File: config.mk
export PLATFORM = sky130hd
export DESIGN_NAME = fm_voice_engine
export DESIGN_NICKNAME = d
export VERILOG_FILES = /design/src/common/fm_pkg.sv /design/src/rtl/fm_voice_engine.sv /design/src/mod_matrix/mod_matrix.sv /design/src/operator/fm_operator.sv /design/src/rtl/param_regs.sv /design/src/rtl/slot_sequencer.sv
export SDC_FILE = /design/constraint.sdc
export NUM_CORES = 1
export LEC_CHECK = 0
export ABC_AREA = 1
export ABC_CLOCK_PERIOD_IN_PS = 1250
export BUFFER_PORTS_ARGS = -buffer_cell sky130_fd_sc_hd__buf_2
export CAP_MARGIN = 0
export CORE_ASPECT_RATIO = 0.8
export CORE_MARGIN = 1
export CORE_UTILIZATION = 40
export DETAILED_ROUTE_END_ITERATION = 12
export PLACE_DENSITY = 0.75
export SLEW_MARGIN = 20
export SYNTH_ARGS = -nofsm -noshare
export SYNTH_HDL_FRONTEND = slang
export SYNTH_SLANG_ARGS = --single-unit
File: constraint.sdc
create_clock -name sCLK_XVXENVS -period 1.25 [get_ports sCLK_XVXENVS]
set_input_delay 0.0625 -clock sCLK_XVXENVS [delete_from_list [all_inputs] [get_ports sCLK_XVXENVS]]
set_output_delay 0.0625 -clock sCLK_XVXENVS [all_outputs]
set_load 0.01 [all_outputs]
File: src/common/sine_quarter.hex
// quarter-wave sine, one signed 16-bit word per line, entry i = sin(i * pi / 64)
0000
0648
0C8C
12C8
18F9
1F1A
2528
2B1F
30FB
36BA
3C56
41CE
471C
4C3F
5133
55F5
5A82
5ED7
62F1
66CF
6A6D
6DC9
70E2
73B5
7641
7884
7A7C
7C29
7D89
7E9C
7F61
7FD8

File: src/common/fm_pkg.sv
`default_nettype none

package fm_pkg;

    // voice and slot geometry
    localparam int VOICES  = 4;
    localparam int V_OSC   = 4;               // oscillators per voice
    localparam int SLOTS   = VOICES * V_OSC;  // one slot per clock
    localparam int SLOT_W  = 4;               // {voice, osc}
    localparam int OSC_W   = 2;
    localparam int VOICE_W = 2;

    // datapath widths
    localparam int SINE_W  = 16;  // signed sample
    localparam int COEF_W  = 8;   // signed matrix entry
    localparam int PHASE_W = 16;
    localparam int INC_W   = 13;  // unsigned increment
    localparam int SUM_W   = 32;  // matrix accumulator
    localparam int MOD_W   = 12;  // signed modulation
    localparam int TAB_AW  = 5;   // quarter-wave table address

    localparam int MOD_SHIFT = 10;  // sum to modulation scaling
    localparam int MOD_LSL   = 4;   // modulation to phase scaling

    // matrix view, coef lands in coef_mat[dst][src]
    typedef struct packed {
        logic                     is_inc;  // 0 here
        logic [OSC_W-1:0]         dst;
        logic [OSC_W-1:0]         src;
        logic [2:0]               rsvd;
        logic signed [COEF_W-1:0] coef;
    } param_mat_t;

    typedef struct packed {
        logic             is_inc;  // 1 here
        logic [OSC_W-1:0] osc;
        logic [INC_W-1:0] inc;
    } param_inc_t;

    typedef union packed {
        param_mat_t mat;
        param_inc_t inc;
    } param_word_t;

endpackage

`default_nettype wire
File: src/rtl/fm_voice_engine.sv
`timescale 1ns/1ps
`default_nettype none

module fm_voice_engine import fm_pkg::*; (
    input  wire                      sCLK_XVXENVS,
    input  wire                      arst_n,
    input  wire                      run,
    input  wire                      param_wr,
    input  wire param_word_t         param_data,
    output logic                     sample_valid,
    output logic [SLOT_W-1:0]        sample_slot,
    output logic signed [SINE_W-1:0] sample
);

    logic [SLOT_W-1:0]         slot;
    logic                      sh_osc;
    logic signed [COEF_W-1:0]  coef_mat [V_OSC][V_OSC];
    logic [INC_W-1:0]          inc_tab  [V_OSC];
    logic signed [MOD_W-1:0]   modulation;

    slot_sequencer slot_sequencer_i (
        .sCLK_XVXENVS (sCLK_XVXENVS),
        .arst_n       (arst_n),
        .run          (run),
        .slot         (slot),
        .sh_osc       (sh_osc),
        .sh_voice     ()  // frame end comes from sine_slot downstream
    );

    param_regs param_regs_i (
        .sCLK_XVXENVS (sCLK_XVXENVS),
        .arst_n       (arst_n),
        .param_wr     (param_wr),
        .param_data   (param_data),
        .coef_mat     (coef_mat),
        .inc_tab      (inc_tab)
    );

    fm_operator fm_operator_i (
        .sCLK_XVXENVS (sCLK_XVXENVS),
        .arst_n       (arst_n),
        .slot         (slot),
        .sh_osc       (sh_osc),
        .inc_tab      (inc_tab),
        .modulation   (modulation),
        .sine_out     (sample),  // samples leave 2 clocks after sh_osc
        .sine_slot    (sample_slot),
        .sine_valid   (sample_valid)
    );

    mod_matrix mod_matrix_i (
        .sCLK_XVXENVS (sCLK_XVXENVS),
        .arst_n       (arst_n),
        .sine_out     (sample),
        .sine_slot    (sample_slot),
        .sine_valid   (sample_valid),
        .coef_mat     (coef_mat),
        .slot         (slot),
        .modulation   (modulation)
    );

endmodule

`default_nettype wire

File: src/mod_matrix/mod_matrix.sv
`timescale 1ns/1ps
`default_nettype none

module mod_matrix import fm_pkg::*; (
    input  wire                      sCLK_XVXENVS,
    input  wire                      arst_n,
    input  wire signed [SINE_W-1:0]  sine_out,
    input  wire [SLOT_W-1:0]         sine_slot,
    input  wire                      sine_valid,
    input  wire signed [COEF_W-1:0]  coef_mat [V_OSC][V_OSC],
    input  wire [SLOT_W-1:0]         slot,
    output logic signed [MOD_W-1:0]  modulation
);

    logic signed [SUM_W-1:0]           sum   [V_OSC];  // one per destination
    logic signed [MOD_W-1:0]           store [VOICES][V_OSC];
    logic signed [SINE_W+COEF_W-1:0]   prod  [V_OSC];
    logic signed [SUM_W-1:0]           total [V_OSC];

    logic [OSC_W-1:0]   src;
    logic [VOICE_W-1:0] src_voice;
    logic               frame_end;

    assign src       = sine_slot[OSC_W-1:0];
    assign src_voice = sine_slot[SLOT_W-1:OSC_W];
    assign frame_end = (src == OSC_W'(V_OSC - 1));  // last oscillator of the voice

    // weighted contribution of this sample to every destination
    always_comb begin
        for (int d = 0; d < V_OSC; d++) begin
            prod[d]  = sine_out * coef_mat[d][src];
            total[d] = sum[d] + prod[d];  // sign extends the product
        end
    end

    always_ff @(posedge sCLK_XVXENVS or negedge arst_n) begin
        if (!arst_n) begin
            for (int d = 0; d < V_OSC; d++) begin
                sum[d] <= '0;
            end
            for (int v = 0; v < VOICES; v++) begin
                for (int d = 0; d < V_OSC; d++) begin
                    store[v][d] <= '0;
                end
            end
        end else if (sine_valid) begin
            for (int d = 0; d < V_OSC; d++) begin
                if (frame_end) begin
                    store[src_voice][d] <= MOD_W'(total[d] >>> MOD_SHIFT);
                    sum[d]              <= '0;  // fresh frame for the next voice
                end else begin
                    sum[d] <= total[d];
                end
            end
        end
    end

    // A voice's store entries are written two clocks after its last
    // slot and read again a full round later, so each slot sees the
    // modulation built from the previous round.
    assign modulation = store[slot[SLOT_W-1:OSC_W]][slot[OSC_W-1:0]];

endmodule

`default_nettype wire

File: src/operator/fm_operator.sv
`timescale 1ns/1ps
`default_nettype none

module fm_operator import fm_pkg::*; (
    input  wire                      sCLK_XVXENVS,
    input  wire                      arst_n,
    input  wire [SLOT_W-1:0]         slot,
    input  wire                      sh_osc,
    input  wire [INC_W-1:0]          inc_tab [V_OSC],
    input  wire signed [MOD_W-1:0]   modulation,
    output logic signed [SINE_W-1:0] sine_out,
    output logic [SLOT_W-1:0]        sine_slot,
    output logic                     sine_valid
);

    logic signed [SINE_W-1:0] quarter_tab [2**TAB_AW];
    logic [PHASE_W-1:0]       phase [SLOTS];  // one accumulator per slot

    logic [PHASE_W-1:0] phase_next;
    logic [PHASE_W-1:0] mod_ph;
    logic [PHASE_W-1:0] lk_phase;  // stage 1 lookup phase
    logic [SLOT_W-1:0]  s1_slot;
    logic               s1_valid;
    logic [TAB_AW-1:0]  tab_addr;
    logic               mirror;
    logic               neg;

    initial $readmemh("/design/src/common/sine_quarter.hex", quarter_tab);

    assign phase_next = phase[slot] + {{(PHASE_W - INC_W){1'b0}}, inc_tab[slot[OSC_W-1:0]]};
    assign mod_ph     = {modulation, {MOD_LSL{1'b0}}};  // 12 + 4 bits

    // stage 1, advance phase and apply modulation
    always_ff @(posedge sCLK_XVXENVS or negedge arst_n) begin
        if (!arst_n) begin
            for (int i = 0; i < SLOTS; i++) begin
                phase[i] <= '0;
            end
            s1_valid <= 1'b0;
        end else begin
            s1_valid <= sh_osc;
            if (sh_osc) begin
                phase[slot] <= phase_next;  // modulation is not fed back
            end
        end
    end

    always_ff @(posedge sCLK_XVXENVS) begin
        lk_phase <= phase_next + mod_ph;
        s1_slot  <= slot;
    end

    // top 7 phase bits pick quadrant and table entry
    assign neg      = lk_phase[PHASE_W-1];
    assign mirror   = lk_phase[PHASE_W-2];
    assign tab_addr = mirror ? ~lk_phase[PHASE_W-3 -: TAB_AW] : lk_phase[PHASE_W-3 -: TAB_AW];

    // stage 2, table lookup
    always_ff @(posedge sCLK_XVXENVS or negedge arst_n) begin
        if (!arst_n) begin
            sine_valid <= 1'b0;
        end else begin
            sine_valid <= s1_valid;
        end
    end

    always_ff @(posedge sCLK_XVXENVS) begin
        sine_out  <= neg ? -quarter_tab[tab_addr] : quarter_tab[tab_addr];
        sine_slot <= s1_slot;
    end

endmodule

`default_nettype wire

File: src/rtl/param_regs.sv
`timescale 1ns/1ps
`default_nettype none

module param_regs import fm_pkg::*; (
    input  wire                      sCLK_XVXENVS,
    input  wire                      arst_n,
    input  wire                      param_wr,
    input  wire param_word_t         param_data,
    output logic signed [COEF_W-1:0] coef_mat [V_OSC][V_OSC],
    output logic [INC_W-1:0]         inc_tab  [V_OSC]
);

    logic is_inc;

    assign is_inc = param_data.inc.is_inc;  // same bit in both views

    // one entry per write pulse, visible from the next clock
    always_ff @(posedge sCLK_XVXENVS or negedge arst_n) begin
        if (!arst_n) begin
            for (int d = 0; d < V_OSC; d++) begin
                inc_tab[d] <= '0;
                for (int s = 0; s < V_OSC; s++) begin
                    coef_mat[d][s] <= '0;
                end
            end
        end else if (param_wr) begin
            if (is_inc) begin
                inc_tab[param_data.inc.osc] <= param_data.inc.inc;
            end else begin
                // diagonal entries act as feedback
                coef_mat[param_data.mat.dst][param_data.mat.src] <= param_data.mat.coef;
            end
        end
    end

endmodule

`default_nettype wire

File: src/rtl/slot_sequencer.sv
`timescale 1ns/1ps
`default_nettype none

module slot_sequencer import fm_pkg::*; (
    input  wire               sCLK_XVXENVS,
    input  wire               arst_n,
    input  wire               run,
    output logic [SLOT_W-1:0] slot,
    output logic              sh_osc,
    output logic              sh_voice
);

    logic [SLOT_W-1:0] next_slot;  // slot served on the next run cycle
    logic              last_osc;

    assign last_osc = (next_slot[OSC_W-1:0] == OSC_W'(V_OSC - 1));

    // slot and strobes are registered together so they line up
    always_ff @(posedge sCLK_XVXENVS or negedge arst_n) begin
        if (!arst_n) begin
            slot      <= '0;
            next_slot <= '0;
            sh_osc    <= 1'b0;
            sh_voice  <= 1'b0;
        end else begin
            sh_osc   <= run;
            sh_voice <= run && last_osc;  // end of a voice frame
            if (run) begin
                slot      <= next_slot;
                next_slot <= next_slot + 1'b1;  // wraps after slot 15
            end
        end
    end

    // Holding run low leaves slot on the last served value, so the
    // round picks up at next_slot once run returns.

endmodule

`default_nettype wire

==> impl_results.md <==
- WS Path Type: flop to flop
- Mean routed wirelength per cell: 7.526 µm
- Crit path launch type: flop
- Detailed Route WL: 715 µm
- Syn_area_per_cell: 10.88 µm²
- Root Buffer: clkbuf_4
- Post-CTS Resized: 0
- Upper clock frequency limit: 0.9777 GHz
- Pin count of the biggest net entering global routing: 12
- # IOs: 41
- Synthesized area: 685.7 µm²
- Pwr/cell area: 2096 nW/µm²
- Worst-path clk slew: 0.10 ns
- DRC: 0
- Critical Path AT: 1.21 ns
- LEAKAGE: 0.3843 nW
- CTS tree: yes
- Status: completed
- HPWL after DPL: 527.7 µm
- DRT iter0 DRCs: 4
- Layout cells sized above 1: 16.22%
- Fraction of the yosys area taken by sequential cells: 63.50%
- Worst slack, placed: 0.2506 ns
- Final Max Tran Viols: 0
- CP Launch Point: slot_sequencer_i.next_slot[0]
- Synth Register Bits: 19
- PortBufs: 7
- Met2 wire len: 332 µm
- Syn. warnings: 0
- Post-Syn Instances: 63
- WP data required: 1.43 ns
- Main area contributors after synthesis: dfrtp_1 (40%), dfxtp_1 (23%), buf_4 (18%), nand2_1 (7.7%), xor2_1 (2.6%)
- Crit Path Max Fanout: 4
- Max IR drop VDD: 885.4 µV
- First-pass GRT wire length: 1159 µm
- H-tree depth: 1
- Ant. Diodes: 0
- Via-to-Cell Ratio: 3.642
- Synth top area share: 40.15%
- Starting Density: 46.13%
- Setup_tns: 0 ns
- Unrepaired setup endpoints after global routing: false
- Die Ht: 39.03 µm
- Final-report setup violation count: 0
- Fin Clk Skew: 0.001737 ns
- RD Place Congestion: 0.7300
- Fin crit share: 81.83%
- Number of max-cap violations: 0
- Clock sink count: 19
- DR vias: 346
- # nets final: 96
- Grt total ovfl: 0
- RR Startpoint: slot_sequencer_i.next_slot[0]
- ANT nets after route: 0
- Initial antenna violation count: 0
- Leading area contributor after synthesis: dfrtp_1
- Die area: 1885 µm²
- Number of buffers created by CTS: 3
- Clock Tree Buf Depth: 2
- Setup crit end kind: flop
- Clk_lat worst skew: 0.28 ns
- Final worst slack: 0.2272 ns
- Final Hold Viols: 0
- HP Class: primary input to asynchronous set/reset pin
- Final Power: 1.521 mW
- Post-synth cell types: 13
- Num rows: 12
- Routed wl met3: 42 µm
- Pre-antenna DRT Iters: 2
- Die Wd: 48.29 µm
- Vias in the first global route: 283
- Tmin final: 1.023 ns
- Core area: 1486 µm²
- Wl on met1: 333 µm
- Max layer used: met4
- P&R area growth vs syn: 5.839%
- Total track usage: 10.04%
cells in the mapped netlist:
| cell type | instances |
|---|---|
| nor2_1 | 3 |
| dfxtp_1 | 8 |
| buf_4 | 16 |
| nand2_1 | 14 |
| clkbuf_2 | 1 |
| nand2_2 | 1 |
| dfrtp_1 | 11 |
| nor3_1 | 1 |
| o21ai_0 | 1 |
| conb_1 | 1 |
| inv_1 | 3 |
| ha_1 | 1 |
| xor2_1 | 2 |
flip-flops by register name (all words and copies together), names as in the netlist:
name                        flops
fm_operator_i.s1_valid          1
fm_operator_i.sine_slot         4
slot_sequencer_i.next_slot      4
slot_sequencer_i.slot           4
slot_sequencer_i.sh_osc         1
fm_operator_i.s1_slot           4
fm_operator_i.sine_valid        1
layout by cell type, fill, tap and decap left out:
cell / instances
buf_2: 7
clkbuf_4: 3
clkinv_2: 1
conb_1: 16
dfrtp_1: 11
dfxtp_1: 8
dlygate4sd3_1: 2
ha_1: 1
inv_1: 3
nand2_1: 14
nand2_2: 1
nor2_1: 3
nor3_1: 1
o21ai_0: 1
xor2_1: 2
final cells by class:
type,count,area [µm²]
inverter,3,11.26
clock inverter,1,5.005
tap,21,26.28
clock buffer,3,22.52
timing repair buffer,9,55.05
fill,139,760.7
multi-input combinational,39,170.2
sequential,19,435.4
kinds of logic (layout without fill, tap and decap cells):
logic type / Yosys count / in the layout / synth area share, %
AOI/OAI and AO/OA: 1 / 1 / 0.7292
and+or+nand+nor: 19 / 19 / 10.95
buffers and inverters: 20 / 16 / 19.89
DFF: 19 / 19 / 63.50
adders and majority gates: 1 / 1 / 1.825
xor gates and xnor gates: 2 / 2 / 2.555
other: 1 / 16 / 0.5469
power breakdown:
group          internal, mW  switching, mW
clock network         0.119          0.168
registers             0.836          0.107
logic                 0.121          0.170
critical path, stage by stage (launching register included):
cell     delay [ns]
dfrtp_1        0.44
ha_1           0.21
nand2_1        0.07
xor2_1         0.14
inv_1          0.06
path summary, 6_finish.rpt:
| kind | endpoint | slack [ns] | depth (start not counted) |
|---|---|---|---|
| min | slot_sequencer_i.slot[3] | 0.15 | 2 |
| max | slot_sequencer_i.next_slot[2] | 0.23 | 4 |
| min reg2reg | fm_operator_i.sine_slot[1] | 0.33 | 0 |
| max reg2reg | slot_sequencer_i.next_slot[2] | 0.23 | 4 |
| max in group asynchronous | slot_sequencer_i.sh_osc | 0.91 | 2 |
| min in group sCLK_XVXENVS | fm_operator_i.sine_slot[1] | 0.33 | 0 |
per-stage QoR:
step	utilization [%]	hold WS [ns]	cell area, µm²	std cells
after floorplan	-	-0.2331	742.0	78
after global placement	45.62	-0.06471	678.2	89
after detailed placement	45.62	-0.06067	678.2	89
after CTS	48.82	0.1474	725.7	95
after global routing	48.82	0.1316	725.7	95
final	48.82	0.1511	725.7	95
metal layers:
| metal | track usage, % | vias to the layer above |
|---|---|---|
| li1 | - | 180 |
| met1 | 10.79 | 152 |
| met2 | 15.00 | 12 |
| met3 | 7.009 | 2 |
| met4 | 4.167 | 0 |
| met5 | 0 | - |
timing repair:
item,in CTS,in global routing
hold buffers,2,0
endpoints found under the hold margin,12,0
setup buffers,0,0
No activity file was read; power rests on OpenSTA's default activity.
